`src/source/metricPkg.sv`:
```
package metricPkg;

   // received sample straight from the matched filter
   localparam int sampleWidth = 8;

   // branch metrics and accumulators share one width
   // four bits of headroom over the sample
   localparam int metricWidth = sampleWidth + 4;

   // amount taken off both accumulators when one of them runs high
   localparam logic [metricWidth-1:0] normStep = metricWidth'(512);

   // top two accumulator bits, 01 means the positive range is half used
   localparam logic [1:0] normPattern = 2'b01;

endpackage

```
`src/source/trellisPkg.sv`:
```
package trellisPkg;

   // one state per value of the previous bit
   // the encoding doubles as the decided bit, +1 maps to 0 and -1 maps to 1
   typedef enum logic {
      statePlus  = 1'b0, // previous bit was +1
      stateMinus = 1'b1  // previous bit was -1
   } trellisState;

   localparam int numStates = 2;

   // leakage of the previous bit into the current sample, on the sample scale
   localparam logic signed [metricPkg::sampleWidth-1:0] isiTap = 8'sd40;

   // symbols held in each survivor path before a bit is released
   localparam int survivorDepth = 16;

endpackage

```
`src/source/branchMetric.sv`:
```
module branchMetric (
   input  logic                                    clk,
   input  logic                                    reset,
   input  logic signed [metricPkg::sampleWidth-1:0] sample,
   input  logic                                    sampleValid,
   output logic                                    symEn,
   output logic signed [metricPkg::metricWidth-1:0] bmPlusFromPlus,
   output logic signed [metricPkg::metricWidth-1:0] bmPlusFromMinus,
   output logic signed [metricPkg::metricWidth-1:0] bmMinusFromPlus,
   output logic signed [metricPkg::metricWidth-1:0] bmMinusFromMinus
);
   import metricPkg::*;
   import trellisPkg::*;

   logic signed [sampleWidth-1:0] sampleReg; // sample held for the symbol being processed
   logic signed [metricWidth-1:0] sampleExt;
   logic signed [metricWidth-1:0] tapExt;
   logic signed [metricWidth-1:0] rMinusTap; // predecessor was +1
   logic signed [metricWidth-1:0] rPlusTap;  // predecessor was -1

   // strobe and sample move together, so symEn marks valid metrics
   always_ff @(posedge clk) begin
      if (reset) begin
         symEn <= 1'b0;
      end else begin
         symEn <= sampleValid;
      end
   end

   always_ff @(posedge clk) begin
      if (sampleValid) begin
         sampleReg <= sample; // no reset, payload only
      end
   end

   // sign extend into the metric width, worst case |r| + tap still fits
   assign sampleExt = metricWidth'(sampleReg);
   assign tapExt    = metricWidth'(isiTap);

   // strip the expected interference of each possible predecessor
   assign rMinusTap = sampleExt - tapExt;
   assign rPlusTap  = sampleExt + tapExt;

   // correlation with the candidate bit, d * (r - tap * p)
   assign bmPlusFromPlus   = rMinusTap;
   assign bmPlusFromMinus  = rPlusTap;
   assign bmMinusFromPlus  = -rMinusTap;
   assign bmMinusFromMinus = -rPlusTap;

endmodule

```
`src/source/acs.sv`:
```
module acs (
   input  logic                                    clk,
   input  logic                                    reset,
   input  logic                                    symEn,
   input  logic signed [metricPkg::metricWidth-1:0] bmFromPlus,
   input  logic signed [metricPkg::metricWidth-1:0] bmFromMinus,
   input  logic        [metricPkg::metricWidth-1:0] accPlus,
   input  logic        [metricPkg::metricWidth-1:0] accMinus,
   input  logic                                    normalize,
   output logic        [metricPkg::metricWidth-1:0] accMet,
   output trellisPkg::trellisState                  decision,
   output logic                                    overflowWarn
);
   import metricPkg::*;
   import trellisPkg::*;

   // one extra bit so a negative metric on a small accumulator does not wrap
   logic signed [metricWidth:0] sumPlus;
   logic signed [metricWidth:0] sumMinus;
   logic signed [metricWidth:0] winner;
   logic signed [metricWidth:0] trimmed;
   logic        [metricWidth-1:0] nextMet;
   logic                          minusWins;

   // accumulators never go negative, zero extend them before the signed add
   assign sumPlus  = $signed({1'b0, accPlus}) + bmFromPlus;
   assign sumMinus = $signed({1'b0, accMinus}) + bmFromMinus;

   // larger metric survives
   // a tie keeps the path through statePlus
   assign minusWins = (sumMinus > sumPlus);
   assign winner    = minusWins ? sumMinus : sumPlus;

   // early warning, positive and already into the upper half of the range
   assign overflowWarn = ({winner[metricWidth], winner[metricWidth-1 -: 2]} ==
                          {1'b0, normPattern});

   // both units take off the same step, so metric differences are kept
   assign trimmed = normalize ? (winner - $signed({1'b0, normStep})) : winner;

   // anything below zero clamps, the accumulator stays in its positive range
   assign nextMet = trimmed[metricWidth] ? '0 : trimmed[metricWidth-1:0];

   always_ff @(posedge clk) begin
      if (reset) begin
         accMet   <= '0;
         decision <= statePlus;
      end else if (symEn) begin
         accMet   <= nextMet;
         decision <= minusWins ? stateMinus : statePlus; // chosen predecessor
      end
   end

endmodule

```
`src/source/survivorExchange.sv`:
```
module survivorExchange (
   input  logic                             clk,
   input  logic                             reset,
   input  logic                             symEn,
   input  trellisPkg::trellisState          decisionPlus,
   input  trellisPkg::trellisState          decisionMinus,
   input  logic [metricPkg::metricWidth-1:0] accPlus,
   input  logic [metricPkg::metricWidth-1:0] accMinus,
   output logic                             bitOut,
   output logic                             bitValid
);
   import metricPkg::*;
   import trellisPkg::*;

   logic                                  symEnDly; // decisions settle one cycle after symEn
   trellisState                           pred [numStates];
   logic [survivorDepth-1:0]              path [numStates];     // newest bit at the lsb
   logic [survivorDepth-1:0]              nextPath [numStates];
   trellisState                           bestState;
   logic [$clog2(survivorDepth)-1:0]      fillCount;
   logic                                  pathsFull;

   // predecessor table indexed by the state it leads into
   assign pred[statePlus]  = decisionPlus;
   assign pred[stateMinus] = decisionMinus;

   // each state inherits its predecessor's history
   // then appends its own bit value
   always_comb begin
      for (int s = 0; s < numStates; s++) begin
         nextPath[s] = {path[pred[s]][survivorDepth-2:0], 1'(s)};
      end
   end

   // accumulators already hold this symbol's update, same as the decisions
   // tie goes to statePlus as in the ACS
   assign bestState = (accMinus > accPlus) ? stateMinus : statePlus;

   // first survivorDepth-1 symbols only prime the paths
   assign pathsFull = (int'(fillCount) == survivorDepth - 1);

   always_ff @(posedge clk) begin
      if (reset) begin
         symEnDly  <= 1'b0;
      end else begin
         symEnDly  <= symEn;
      end
   end

   always_ff @(posedge clk) begin
      if (reset) begin
         fillCount <= '0;
         bitValid  <= 1'b0;
         bitOut    <= 1'b0;
         for (int s = 0; s < numStates; s++) begin
            path[s] <= '0;
         end
      end else begin
         bitValid <= symEnDly && pathsFull; // one pulse per symbol once primed
         if (symEnDly) begin
            for (int s = 0; s < numStates; s++) begin
               path[s] <= nextPath[s];
            end
            bitOut <= nextPath[bestState][survivorDepth-1]; // oldest bit of best path
            if (!pathsFull) begin
               fillCount <= fillCount + 1'b1; // saturates at depth - 1
            end
         end
      end
   end

endmodule

```
`src/source/mlseDetector.sv`:
```
module mlseDetector (
   input  logic                                    clk,
   input  logic                                    reset,
   input  logic signed [metricPkg::sampleWidth-1:0] sample,
   input  logic                                    sampleValid,
   output logic                                    bitOut,
   output logic                                    bitValid
);
   import metricPkg::*;
   import trellisPkg::*;

   logic                          symEn;
   logic signed [metricWidth-1:0] bmPlusFromPlus;
   logic signed [metricWidth-1:0] bmPlusFromMinus;
   logic signed [metricWidth-1:0] bmMinusFromPlus;
   logic signed [metricWidth-1:0] bmMinusFromMinus;
   logic        [metricWidth-1:0] accMetPlus;
   logic        [metricWidth-1:0] accMetMinus;
   trellisState                   decisionPlus;
   trellisState                   decisionMinus;
   logic                          warnPlus;
   logic                          warnMinus;
   logic                          normalize;

   // either accumulator running high pulls both down together
   assign normalize = warnPlus | warnMinus;

   branchMetric bmStage (
      .clk(clk), .reset(reset),
      .sample(sample), .sampleValid(sampleValid),
      .symEn(symEn),
      .bmPlusFromPlus(bmPlusFromPlus), .bmPlusFromMinus(bmPlusFromMinus),
      .bmMinusFromPlus(bmMinusFromPlus), .bmMinusFromMinus(bmMinusFromMinus)
   );

   // state +1, both branches ending in a +1 bit
   acs acsPlus (
      .clk(clk), .reset(reset), .symEn(symEn),
      .bmFromPlus(bmPlusFromPlus), .bmFromMinus(bmPlusFromMinus),
      .accPlus(accMetPlus), .accMinus(accMetMinus), .normalize(normalize),
      .accMet(accMetPlus), .decision(decisionPlus), .overflowWarn(warnPlus)
   );

   // state -1
   acs acsMinus (
      .clk(clk), .reset(reset), .symEn(symEn),
      .bmFromPlus(bmMinusFromPlus), .bmFromMinus(bmMinusFromMinus),
      .accPlus(accMetPlus), .accMinus(accMetMinus), .normalize(normalize),
      .accMet(accMetMinus), .decision(decisionMinus), .overflowWarn(warnMinus)
   );

   survivorExchange survivor (
      .clk(clk), .reset(reset), .symEn(symEn),
      .decisionPlus(decisionPlus), .decisionMinus(decisionMinus),
      .accPlus(accMetPlus), .accMinus(accMetMinus),
      .bitOut(bitOut), .bitValid(bitValid)
   );

endmodule

```
`config.mk`:
```
export PLATFORM = sky130hd
export DESIGN_NAME = mlseDetector
export DESIGN_NICKNAME = d
export VERILOG_FILES = /design/src/source/metricPkg.sv /design/src/source/trellisPkg.sv /design/src/source/branchMetric.sv /design/src/source/acs.sv /design/src/source/survivorExchange.sv /design/src/source/mlseDetector.sv
export SDC_FILE = /design/constraint.sdc
export NUM_CORES = 1
export LEC_CHECK = 0
export BUFFER_PORTS_ARGS = -buffer_cell sky130_fd_sc_hd__buf_2
export CORE_MARGIN = 5
export CORE_UTILIZATION = 48
export CTS_BUF_LIST = sky130_fd_sc_hd__clkbuf_8 sky130_fd_sc_hd__clkbuf_16
export CTS_CLUSTER_DIAMETER = 60
export DETAILED_ROUTE_END_ITERATION = 10
export GPL_ROUTABILITY_DRIVEN = 0
export PLACE_DENSITY = 0.64
export SYNTH_ARGS = -nofsm -noshare
export SYNTH_HDL_FRONTEND = slang
export SYNTH_SLANG_ARGS = --single-unit
```
`constraint.sdc`:
```
create_clock -name clk -period 5.08 [get_ports clk]
set_input_delay 0.762 -clock clk [delete_from_list [all_inputs] [get_ports clk]]
set_output_delay 0.762 -clock clk [all_outputs]
set_load 0.05 [all_outputs]
```
==> results by group <==
Yosys
  – Sequential area share after synthesis: 0.2685
  – Synth Flop Type: edfxtp_1
  – Post-synth cell types: 77
  – Post-Synthesis Mean Instance Area: between 8 and 9 um^2
  – Warnings from Yosys: 0
  – Synthesized cell area: about 6800 um^2
  – Number of flops mapped to enable cells by yosys: 37
  – Leading area contributor after synthesis: ha_1
  – Syn Inst Count: between 700 and 800
  – Fraction of registers with async set/reset: 0
  – #FFs+latches synth: between 70 and 80
  – Syn nets: roughly 900
  – Yosys top cell area share: 0.1669
  – Cells taking the most area after synthesis: ha_1 17%, edfxtp_1 16%, dfxtp_1 11%

Global route
  – Initial antenna violation count: 0
  – Total grt overflow: 0
  – Pin count of the biggest net entering global routing: 30
  – First-pass GRT wire length: between 20,000 and 30,000 um
  – Vias in the first global route: 5,990
  – All-Layer GR Usage: 0.2259

Setup path
  – Crit path largest cell delay: 440 ps
  – Critical Path AT: 5370 ps
  – Critical path data required time: ~5300 ps
  – CP bufs+invs: 1
  – Worst path cell trace: ha_4 > fa_2 > nor2b_4 > o31a_1 > o21a_1 > nor2_2 > o21bai_1 > a21oi_2 > xnor2_2 > ha_1 > and4_4 > nand2_2 > o21bai_4 > and4_4 > o41ai_4 > a311oi_2 > a211oi_4 > mux2i_2 > nor3_2 > mux2i_4 > buf_6 > o21ai_2
  – Peak fanout along the critical path: 5
  – Crit. End Element: flip-flop
  – Max stage delay cell, worst path: edfxtp_1
  – Crit path top cell by count: and4_4
  – CP delay by family, top: compound AO/OA/AOI/OAI gates
  – WS Path Type: flip-flop to flip-flop
  – Worst Setup Start Kind: flip-flop

Die
  – # IOs: 13
  – Die area: 16,700 um^2
  – Chip height: between 100 and 150 um
  – Cell Rows: 43
  – CORE AREA: 13,930 um^2
  – Die W: about 130 um
  – Initial Utilization: 0.4895

Clock tree
  – CTS HTree Levels: 3
  – CTS tree: done
  – Worst-path clk slew: roughly 60 ps
  – CTS Buffer Depth: 2
  – Worst-skew pair later-pin latency: 340 ps
  – Root Buffer: clkbuf_16
  – TritonCTS buffer count: 9
  – CTS Sinks: 73

Cells and area
  – Fillers: between 1,000 and 1,500
  – Layout area overhead: 27.13%
  – Sequential cell area: about 1800 um^2
  – Fraction of layout instances using a drive strength above 1: 0.2830
  – Area occupied by multi-input gates: 5065 um^2
  – Final Instance Area: between 8000 and 9000 um^2
  – Nets@finish: 996
  – # diodes: 0
  – Final std cells w/o fill: 1,074

Route
  – Routed via count: slightly above 6,000
  – Initial DRC count: roughly 330
  – Drt first pass iters: 5
  – Total Wirelength: 19,140 um
  – Antenna viol nets, final: 0
  – Routed WL per cell: 17.82 um
  – DR DRC count: 0
  – Vias/cell: 5.743

STA
  – Setup violators final: 23
  – WHS: about 480 ps
  – Final Cycle Share: 1.013
  – Hold Violations, Final: 0
  – Max-slew violation count: 0
  – Slew at the pin closest to its max-slew limit: roughly 940 ps
  – RSZ-0062 raised after global routing: yes
  – Setup Skew: about 6.7 ps
  – Final WS setup: -66.67 ps
  – Max Clk Rate: 194.3 MHz
  – Slew HR: 0.3718
  – Min cycle time layout: 5147 ps

Status
  – Outcome: finished, violations left
  – Violated checks: negative setup slack

Job
  – # Max-Cap Violations: 0

Placed design
  – Area post-placement: between 7000 and 8000 um^2
  – Placed cell count: around 1,000
  – Hpwl dp: 13,930 um
  – Port Buffers: 12

Worst hold path
  – Hold Path Class: flip-flop to flip-flop
placed cells by master, fill, tap and decap left out, types with 5 or more instances in the layout:
cell	count
a211oi_2	5
buf_6	5
ha_1	81
nor3_1	16
nor2_2	5
nand2b_1	9
a21o_1	17
buf_4	116
o21a_1	13
xor2_1	12
xnor2_1	23
nand3_1	12
nor2b_1	16
mux2i_1	29
ha_4	6
o21ai_2	13
edfxtp_1	37
clkbuf_16	9
a21oi_1	42
and3_1	7
nor2_1	92
a22o_1	14
o21ai_0	21
inv_1	56
nand2_1	32
xnor2_2	9
mux2i_2	6
buf_2	12
dfxtp_1	36
nand4_1	9
a21oi_2	11
a211oi_1	5
state kept, by name (all words and copies together), names as in the netlist, named ones only:
register,count
survivor.bitOut,1
survivor.path,29
acsPlus.decision,1
acsMinus.decision,1
bmStage.symEn,1
survivor.fillCount,4
survivor.symEnDly,1
acsPlus.accMet,12
acsMinus.accMet,12
survivor.bitValid,1
bmStage.sampleReg,8
layer usage:
metal,wire (um),vias up,GRT usage
li1,-,3018,-
met1,8547,2945,0.2999
met2,9249,174,0.3744
met3,880,31,0.03421
met4,466,0,0.08153
met5,0,-,0
cell families (layout without fill, tap and decap cells):
| kind of cell | count (synthesis) | after routing | share of synthesized area |
|---|---|---|---|
| xor gates and xnor gates | 46 | 46 | 0.06236 |
| adders and majority gates | 96 | 96 | 0.1801 |
| AOI/OAI and AO/OA | 205 | 205 | 0.2210 |
| buffers and inverters | 90 | 207 | 0.05282 |
| muxes | 37 | 37 | 0.05448 |
| and+or+nand+nor | 230 | 230 | 0.1607 |
| DFF | 73 | 73 | 0.2685 |
tightest hold or removal path: cells and delay by family (launching register included):
kind,cells,cell delay [ps]
AND/OR/NAND/NOR,1,60
flip-flops,1,320
AO/OA/AOI/OAI,1,50
what timing repair did:
action | in CTS | in global routing
hold buffers | 0 | 0
gates cloned | 2 | 0
endpoints found under the setup margin | 24 | 26
setup buffers | 30 | 21
gates resized for setup | 37 | 61
pin swaps | 13 | 56
Yosys cell counts, types with 13 or more instances:
| master | count |
|---|---|
| xnor2_1 | 30 |
| mux2i_1 | 36 |
| nor2b_1 | 18 |
| xor2_1 | 13 |
| nor2_1 | 98 |
| edfxtp_1 | 37 |
| o21ai_0 | 25 |
| nand2_1 | 33 |
| a21o_1 | 17 |
| a21oi_1 | 53 |
| dfxtp_1 | 36 |
| clkbuf_1 | 16 |
| nor3_1 | 20 |
| inv_1 | 58 |
| o21a_1 | 13 |
| ha_1 | 91 |
| a22o_1 | 14 |
final cells by class:
cell class	count	share of cell area
sequential	73	0.2112
clock inverter	6	0.01327
clock buffer	9	0.02597
tap	180	0.02597
multi-input combinational	614	0.5840
timing repair buffer	133	0.1138
inverter	59	0.02568
stage by stage:
stage,utilization,setup WS [ps],setup TNS (ps)
finish,0.6223,-66.67,-1002
global route,0.6223,-340.3,-7103
CTS,0.5906,4.702,0
detailed placement,0.5370,-205.2,-3246
global placement,0.5370,-170.6,-1891
floorplan,-,21.13,0
final timing paths:
path,endpoint,slack (ps),cells past startpoint,startpoint
setup / recovery,acsPlus.accMet[0]$_SDFFE_PP0P_,-70,22,bmStage.sampleReg[0]$_DFFE_PP_
hold / removal,survivor.fillCount[1]$_SDFFE_PP0P_,480,2,survivor.fillCount[1]$_SDFFE_PP0P_
setup reg to reg,acsPlus.accMet[0]$_SDFFE_PP0P_,-70,22,bmStage.sampleReg[0]$_DFFE_PP_
hold reg to reg,survivor.fillCount[1]$_SDFFE_PP0P_,480,2,survivor.fillCount[1]$_SDFFE_PP0P_
Power is not shown: default switching activity piles up to over one toggle a cycle in this logic, so the estimate is an artifact.
